--- config.mk ---
export PLATFORM = sky130hd
export DESIGN_NAME = fb_top
export DESIGN_NICKNAME = d
export VERILOG_FILES = /design/src/fb_pkg.sv /design/src/fb_fill.sv /design/src/fb_sram_axil.sv /design/src/fb_top.sv /design/src/fb_writer.sv
export VERILOG_INCLUDE_DIRS = /design/src
export SDC_FILE = /design/constraint.sdc
export NUM_CORES = 1
export LEC_CHECK = 0
export BUFFER_PORTS_ARGS = -buffer_cell sky130_fd_sc_hd__buf_2
export CAP_MARGIN = 10
export CELL_PAD_IN_SITES_DETAIL_PLACEMENT = 1
export CELL_PAD_IN_SITES_GLOBAL_PLACEMENT = 2
export CORE_MARGIN = 3
export CORE_UTILIZATION = 28
export CTS_CLUSTER_SIZE = 40
export DETAILED_ROUTE_END_ITERATION = 7
export GPL_TIMING_DRIVEN = 1
export PLACE_DENSITY = 0.47
export SLEW_MARGIN = 40
export SYNTH_ARGS = -nofsm -noshare
export SYNTH_HDL_FRONTEND = slang
export SYNTH_HIERARCHICAL = 1
export SYNTH_SLANG_ARGS = --single-unit
--- constraint.sdc ---
create_clock -name clk -period 6 [get_ports clk]
set_input_delay 0 -clock clk [delete_from_list [all_inputs] [get_ports clk]]
set_output_delay 0 -clock clk [all_outputs]
set_load 0.1 [all_outputs]
--- src/fb_macros.svh ---
`ifndef FB_MACROS_SVH
`define FB_MACROS_SVH

// colour bits per pixel, packed into the top of a data word
`define FB_PIXEL_BITS 12

// axi-lite byte address and data widths
`define FB_AXI_ADDR_WIDTH 20
`define FB_AXI_DATA_WIDTH 16

// frame size in pixels and the coordinate widths that cover it
`define FB_WIDTH 16
`define FB_HEIGHT 8
`define FB_X_BITS 4
`define FB_Y_BITS 3

// one storage word per pixel
`define FB_DEPTH (`FB_WIDTH * `FB_HEIGHT)

`endif

--- src/fb_pkg.sv ---
`include "fb_macros.svh"

package fb_pkg;

  // pixel colour and frame coordinates
  typedef logic [`FB_PIXEL_BITS-1:0] pixel_t;
  typedef logic [`FB_X_BITS-1:0] x_t;
  typedef logic [`FB_Y_BITS-1:0] y_t;

  // axi-lite payload types
  typedef logic [`FB_AXI_ADDR_WIDTH-1:0] axi_addr_t;
  typedef logic [`FB_AXI_DATA_WIDTH-1:0] axi_data_t;
  typedef logic [`FB_AXI_DATA_WIDTH/8-1:0] axi_strb_t;
  typedef logic [1:0] axi_resp_t;

  // response codes used by the sram slave
  localparam axi_resp_t RESP_OKAY = 2'b00;
  localparam axi_resp_t RESP_SLVERR = 2'b10;

  // rectangle fill engine states
  typedef enum logic {
    FILL_IDLE,
    FILL_RUN
  } fill_state_t;

endpackage

--- src/fb_fill.sv ---
`include "fb_macros.svh"

module fb_fill (
  input  logic              clk,
  input  logic              rst,

  // draw command, accepted only while idle
  input  logic              cmd_valid,
  output logic              cmd_ready,
  input  fb_pkg::x_t        cmd_x0,
  input  fb_pkg::y_t        cmd_y0,
  input  fb_pkg::x_t        cmd_x1,
  input  fb_pkg::y_t        cmd_y1,
  input  fb_pkg::pixel_t    cmd_color,
  output logic              busy,

  // pixel stream towards the axi writer
  output logic              axi_tvalid,
  input  logic              axi_tready,
  output fb_pkg::axi_addr_t addr,
  output fb_pkg::pixel_t    color
);

  fb_pkg::fill_state_t state;
  logic                tvalid_q;

  // latched command corners and colour
  fb_pkg::x_t     x0_q;
  fb_pkg::y_t     y0_q;
  fb_pkg::x_t     x1_q;
  fb_pkg::y_t     y1_q;
  fb_pkg::pixel_t color_q;

  // current pixel position
  fb_pkg::x_t cur_x;
  fb_pkg::y_t cur_y;

  fb_pkg::axi_addr_t pix_index;
  logic              cmd_fire;
  logic              pix_fire;
  logic              empty_rect;
  logic              row_end;
  logic              last_pix;

  assign cmd_ready = (state == fb_pkg::FILL_IDLE);
  assign busy      = (state == fb_pkg::FILL_RUN);
  assign cmd_fire  = cmd_valid && cmd_ready;
  assign pix_fire  = tvalid_q && axi_tready;

  // inverted corners on either axis give no pixels at all
  assign empty_rect = (x1_q < x0_q) || (y1_q < y0_q);
  assign row_end    = (cur_x == x1_q);
  assign last_pix   = row_end && (cur_y == y1_q);

  // byte address is twice the row-major pixel index
  assign pix_index  = fb_pkg::axi_addr_t'(cur_y) * fb_pkg::axi_addr_t'(`FB_WIDTH)
                      + fb_pkg::axi_addr_t'(cur_x);
  assign addr       = {pix_index[`FB_AXI_ADDR_WIDTH-2:0], 1'b0};
  assign color      = color_q;
  assign axi_tvalid = tvalid_q;

  // control: idle -> run on a command, back to idle after the last pixel
  always_ff @(posedge clk) begin
    if (rst) begin
      state    <= fb_pkg::FILL_IDLE;
      tvalid_q <= 1'b0;
    end else begin
      case (state)
        fb_pkg::FILL_IDLE: begin
          if (cmd_fire) begin
            state <= fb_pkg::FILL_RUN;
          end
        end
        fb_pkg::FILL_RUN: begin
          if (!tvalid_q) begin
            // first cycle after accept, corners are now registered
            if (empty_rect) begin
              state <= fb_pkg::FILL_IDLE;
            end else begin
              tvalid_q <= 1'b1;
            end
          end else if (pix_fire && last_pix) begin
            state    <= fb_pkg::FILL_IDLE;
            tvalid_q <= 1'b0;
          end
        end
        default: begin
          state    <= fb_pkg::FILL_IDLE;
          tvalid_q <= 1'b0;
        end
      endcase
    end
  end

  // payload: command latch and the row-major walk
  always_ff @(posedge clk) begin
    if (cmd_fire) begin
      x0_q    <= cmd_x0;
      y0_q    <= cmd_y0;
      x1_q    <= cmd_x1;
      y1_q    <= cmd_y1;
      color_q <= cmd_color;
      cur_x   <= cmd_x0;
      cur_y   <= cmd_y0;
    end else if (pix_fire && !last_pix) begin
      if (row_end) begin
        // wrap to the start of the next row
        cur_x <= x0_q;
        cur_y <= fb_pkg::y_t'(cur_y + 1'b1);
      end else begin
        cur_x <= fb_pkg::x_t'(cur_x + 1'b1);
      end
    end
  end

endmodule

--- src/fb_sram_axil.sv ---
`include "fb_macros.svh"

module fb_sram_axil (
  input  logic              clk,
  input  logic              rst,

  // write address and data, raised together by the master
  input  fb_pkg::axi_addr_t awaddr,
  input  logic              awvalid,
  output logic              awready,
  input  fb_pkg::axi_data_t wdata,
  input  fb_pkg::axi_strb_t wstrb,
  input  logic              wvalid,
  output logic              wready,

  // write response
  output logic              bvalid,
  input  logic              bready,
  output fb_pkg::axi_resp_t bresp,

  // read address and data
  input  fb_pkg::axi_addr_t araddr,
  input  logic              arvalid,
  output logic              arready,
  output fb_pkg::axi_data_t rdata,
  output fb_pkg::axi_resp_t rresp,
  output logic              rvalid,
  input  logic              rready
);

  localparam int IDX_BITS = $clog2(`FB_DEPTH);
  localparam int STRB_BITS = `FB_AXI_DATA_WIDTH / 8;

  // frame buffer, one word per pixel
  fb_pkg::axi_data_t mem [`FB_DEPTH];

  // word index is the byte address without its lowest bit
  logic [`FB_AXI_ADDR_WIDTH-2:0] wr_word;
  logic [`FB_AXI_ADDR_WIDTH-2:0] rd_word;
  logic                          wr_in_range;
  logic                          rd_in_range;
  logic                          wr_ready;
  logic                          wr_fire;
  logic                          rd_fire;

  assign wr_word     = awaddr[`FB_AXI_ADDR_WIDTH-1:1];
  assign rd_word     = araddr[`FB_AXI_ADDR_WIDTH-1:1];
  assign wr_in_range = (wr_word < `FB_DEPTH);
  assign rd_in_range = (rd_word < `FB_DEPTH);

  // reads own the single storage port whenever one is requested
  // and writes also wait while the previous response is stuck
  assign wr_ready = (!bvalid || bready) && !arvalid;
  assign awready  = wr_ready;
  assign wready   = wr_ready;
  assign wr_fire  = awvalid && wvalid && wr_ready;

  // a new read can be taken once the old response leaves
  assign arready = !rvalid || rready;
  assign rd_fire = arvalid && arready;

  // storage write with per-byte strobes, out-of-range beats are dropped
  always_ff @(posedge clk) begin
    if (wr_fire && wr_in_range) begin
      for (int b = 0; b < STRB_BITS; b++) begin
        if (wstrb[b]) begin
          mem[wr_word[IDX_BITS-1:0]][b*8 +: 8] <= wdata[b*8 +: 8];
        end
      end
    end
  end

  // write response handshake
  always_ff @(posedge clk) begin
    if (rst) begin
      bvalid <= 1'b0;
    end else if (wr_fire) begin
      bvalid <= 1'b1;
    end else if (bready) begin
      bvalid <= 1'b0;
    end
  end

  always_ff @(posedge clk) begin
    if (wr_fire) begin
      bresp <= wr_in_range ? fb_pkg::RESP_OKAY : fb_pkg::RESP_SLVERR;
    end
  end

  // read response handshake
  always_ff @(posedge clk) begin
    if (rst) begin
      rvalid <= 1'b0;
    end else if (rd_fire) begin
      rvalid <= 1'b1;
    end else if (rready) begin
      rvalid <= 1'b0;
    end
  end

  // read data, zero on a bad address
  always_ff @(posedge clk) begin
    if (rd_fire) begin
      if (rd_in_range) begin
        rdata <= mem[rd_word[IDX_BITS-1:0]];
        rresp <= fb_pkg::RESP_OKAY;
      end else begin
        rdata <= '0;
        rresp <= fb_pkg::RESP_SLVERR;
      end
    end
  end

endmodule

--- src/fb_top.sv ---
module fb_top (
  input  logic              clk,
  input  logic              rst,

  // draw command port
  input  logic              cmd_valid,
  output logic              cmd_ready,
  input  fb_pkg::x_t        cmd_x0,
  input  fb_pkg::y_t        cmd_y0,
  input  fb_pkg::x_t        cmd_x1,
  input  fb_pkg::y_t        cmd_y1,
  input  fb_pkg::pixel_t    cmd_color,
  output logic              busy,

  // external axi-lite read port into the frame buffer
  input  fb_pkg::axi_addr_t araddr,
  input  logic              arvalid,
  output logic              arready,
  output fb_pkg::axi_data_t rdata,
  output fb_pkg::axi_resp_t rresp,
  output logic              rvalid,
  input  logic              rready
);

  // pixel stream, fill engine to writer
  logic              pix_tvalid;
  logic              pix_tready;
  fb_pkg::axi_addr_t pix_addr;
  fb_pkg::pixel_t    pix_color;

  // axi-lite write, writer to sram
  fb_pkg::axi_addr_t awaddr;
  logic              awvalid;
  logic              awready;
  fb_pkg::axi_data_t wdata;
  fb_pkg::axi_strb_t wstrb;
  logic              wvalid;
  logic              wready;
  logic              bvalid;
  logic              bready;
  fb_pkg::axi_resp_t bresp;

  fb_fill i_fb_fill (
    .clk        (clk),
    .rst        (rst),
    .cmd_valid  (cmd_valid),
    .cmd_ready  (cmd_ready),
    .cmd_x0     (cmd_x0),
    .cmd_y0     (cmd_y0),
    .cmd_x1     (cmd_x1),
    .cmd_y1     (cmd_y1),
    .cmd_color  (cmd_color),
    .busy       (busy),
    .axi_tvalid (pix_tvalid),
    .axi_tready (pix_tready),
    .addr       (pix_addr),
    .color      (pix_color)
  );

  fb_writer i_fb_writer (
    .clk              (clk),
    .rst              (rst),
    .axi_tvalid       (pix_tvalid),
    .axi_tready       (pix_tready),
    .addr             (pix_addr),
    .color            (pix_color),
    .sram_axi_awaddr  (awaddr),
    .sram_axi_awvalid (awvalid),
    .sram_axi_awready (awready),
    .sram_axi_wdata   (wdata),
    .sram_axi_wstrb   (wstrb),
    .sram_axi_wvalid  (wvalid),
    .sram_axi_wready  (wready),
    .sram_axi_bready  (bready),
    .sram_axi_bvalid  (bvalid),
    .sram_axi_bresp   (bresp)
  );

  fb_sram_axil i_fb_sram_axil (
    .clk     (clk),
    .rst     (rst),
    .awaddr  (awaddr),
    .awvalid (awvalid),
    .awready (awready),
    .wdata   (wdata),
    .wstrb   (wstrb),
    .wvalid  (wvalid),
    .wready  (wready),
    .bvalid  (bvalid),
    .bready  (bready),
    .bresp   (bresp),
    .araddr  (araddr),
    .arvalid (arvalid),
    .arready (arready),
    .rdata   (rdata),
    .rresp   (rresp),
    .rvalid  (rvalid),
    .rready  (rready)
  );

endmodule

--- src/fb_writer.sv ---
`include "fb_macros.svh"

// turns the pixel stream straight into axi-lite write beats
module fb_writer (
  // unused, kept so the writer can grow state later without a port change
  input  logic              clk,
  input  logic              rst,

  // pixel stream handshake and payload
  input  logic              axi_tvalid,
  output logic              axi_tready,
  input  fb_pkg::axi_addr_t addr,
  input  fb_pkg::pixel_t    color,

  // axi-lite write master towards the frame buffer
  output fb_pkg::axi_addr_t sram_axi_awaddr,
  output logic              sram_axi_awvalid,
  input  logic              sram_axi_awready,
  output fb_pkg::axi_data_t sram_axi_wdata,
  output fb_pkg::axi_strb_t sram_axi_wstrb,
  output logic              sram_axi_wvalid,
  input  logic              sram_axi_wready,
  output logic              sram_axi_bready,
  // the write response is not looked at
  input  logic              sram_axi_bvalid,
  input  fb_pkg::axi_resp_t sram_axi_bresp
);

  // address and data go out together on one stream beat
  assign sram_axi_awvalid = axi_tvalid;
  assign sram_axi_awaddr  = addr;
  assign sram_axi_wvalid  = axi_tvalid;

  // colour in the top bits, low bits zero
  assign sram_axi_wdata = {color, {(`FB_AXI_DATA_WIDTH - `FB_PIXEL_BITS){1'b0}}};

  // full word write every time
  assign sram_axi_wstrb = '1;

  // responses are always drained
  assign sram_axi_bready = 1'b1;

  // a beat completes only when both channels take it in the same cycle
  assign axi_tready = sram_axi_awready & sram_axi_wready;

endmodule

==> metrics.txt <==
wire per inst=28.7 um; drt via density=4.77; final max-slew violation count=0; Fin Hold WS=103 ps; fraction of layout cells with a size suffix above 1=0.251; grt total ovfl=0; Least-Margin Pin Slew=923 ps; via count=39,700; Layout Skew=69.7 ps; All-Layer GR Usage=0.157; Slew headroom=0.381; Worst Setup End Kind=flop; fill count=28,500; First-pass DRT Iterations=7; M1 WL=110,000 um; port bufs=70; Max Fclk=320 MHz; clk buf depth=4; crit-path max FO=16; Routed met2 length=115,000 um; Setup Crit Path Kind=flop to flop; Pwr per Cell Area=329 mW/mm2; Worst Hold Class=primary input to flop; highest metal used=met5; Reg area=0.0631 mm2; Layout area overhead=16.5%; # DRC=0; Post-DP HPWL=146,000 um; setup TNS=0 ps; CP Launch Type=flop; Clock Sinks=2,102; run status=complete, no violations; Max Cap Viol=0; Total Wirelength=239,000 um; ANT nets after route=0; initial drt markers=3,190; Largest stage delay, worst path=890 ps; Synth Instances=4,047; # setup viols final=0; initial antenna violation count=14; CP dominant cell by count=nor2_1; worst skew pair latency=880 ps; Inserted Clock Buffers=238; Max stage delay cell, worst path=nor2_1; Syn Std Cell Area=0.0814 mm2; Tcrit/Tclk final=0.520; H-tree depth=4; Starting Density=0.282; vias in the first global route=42,600; CP cell instances=nand4_1 > nor2_1 > and2_1 > nand3_4 > nor2_1; largest net degree at the start of global routing=129; final hold vios=0; min Tclk post-route=3120 ps; Req. time, crit path=6480 ps; num rows=197; IO Count=73; die width=545 um; GP Congestion=0.720; Detail Route met3 WL=8770 um; Core ar.=0.289 mm2; Yosys Warn Count=6; clk slew on worst S/H paths=60 ps; Worst IR Drop VDD=260 uV; global-route wire length before repair=334,000 um; Pleak=0.0291 uW; Critical Path AT=3610 ps; post-CTS sizing=0; RSZ-0062 raised after global routing=no; Multi-input gate area=0.0176 mm2; fin nets=4,329; CTS tree=built; Die H=545 um; Synth Area per Inst=20.1 um2; die area=0.297 mm2; root buf cell=clkbuf_16
-- metal layers --
| layer | up-vias | track usage |
|---|---|---|
| met2 | 700 | 0.259 |
| met1 | 21600 | 0.220 |
| li1 | 17100 | - |
| met5 | - | 0 |
| met4 | 2 | 0.0337 |
| met3 | 295 | 0.0243 |
-- flip-flops by register name, summed over array words and instances, names as in the netlist, 3 cells and up --
name	flops
i_fb_fill/color	12
i_fb_fill/cur_x	4
i_fb_fill/cur_y	3
i_fb_fill/x0_q	4
i_fb_fill/x1_q	4
i_fb_fill/y0_q	3
i_fb_fill/y1_q	3
i_fb_sram_axil/mem	2048
i_fb_sram_axil/rdata	16
-- path summary, 6_finish.rpt --
path / cells past startpoint / slack (ps) / endpoint / from
worst max-delay path: 5 / 2880 / i_fb_sram_axil/mem[53][10]$_DFFE_PP_ / i_fb_fill/axi_tvalid$_SDFFE_PP0P_
worst min-delay path: 5 / 100 / i_fb_fill/axi_tvalid$_SDFFE_PP0P_ / rst
worst max register to register: 5 / 2880 / i_fb_sram_axil/mem[53][10]$_DFFE_PP_ / i_fb_fill/axi_tvalid$_SDFFE_PP0P_
worst min register to register: 2 / 590 / i_fb_fill/axi_tvalid$_SDFFE_PP0P_ / i_fb_fill/axi_tvalid$_SDFFE_PP0P_
-- report_power, final --
group | switching [uW] | internal [uW] | leakage [uW]
clock | 5780 | 7710 | 0.00345
sequential | 43.6 | 16200 | 0.0189
combinational | 1010 | 453 | 0.00671
total | 6830 | 24400 | 0.0291
-- what timing repair did --
item,CTS,global route
hold buffers,62,0
setup buffers,0,0
hold endpoints to repair,78,0
-- through the flow --
stage	power, uW	std cells	worst slack, ps	instance area [um2]	util
3_5_place_dp	18000	7846	2200	87000	0.301
2_1_floorplan	17400	4063	2650	81500	-
3_3_place_gp	18000	7838	1990	86400	0.299
4_1_cts	31700	8323	2870	94600	0.328
5_1_grt	32300	8328	2670	94900	0.329
6_report	31200	8328	2880	94900	0.329
-- cell type report --
cell class	count	share of cell area
Sequential cell	2102	0.665
Multi-Input combinational cell	1660	0.185
Clock buffer	300	0.0659
Tap cell	3880	0.0512
Timing Repair Buffer	261	0.0245
Clock inverter	115	0.00833
Inverter	8	0.000316
Antenna cell	2	0.0000527
-- critical path: cells and delay by family, from the launching register on --
family	cells	cell delay, ps
and+or+nand+nor	5	2230
DFF	1	490
-- cells in the final DEF (no fill, tap or decap), drive strengths merged, types with 48 or more instances in the layout --
cell type       n
edfxtp       2098
a211oi         63
mux4          365
nor2b          60
nor2          290
clkbuf        300
dlygate4sd3    62
clkinv         98
nand2          64
mux2i         230
buf           199
a21oi          48
a22oi         173
No activity file was read; power rests on OpenSTA's default activity.
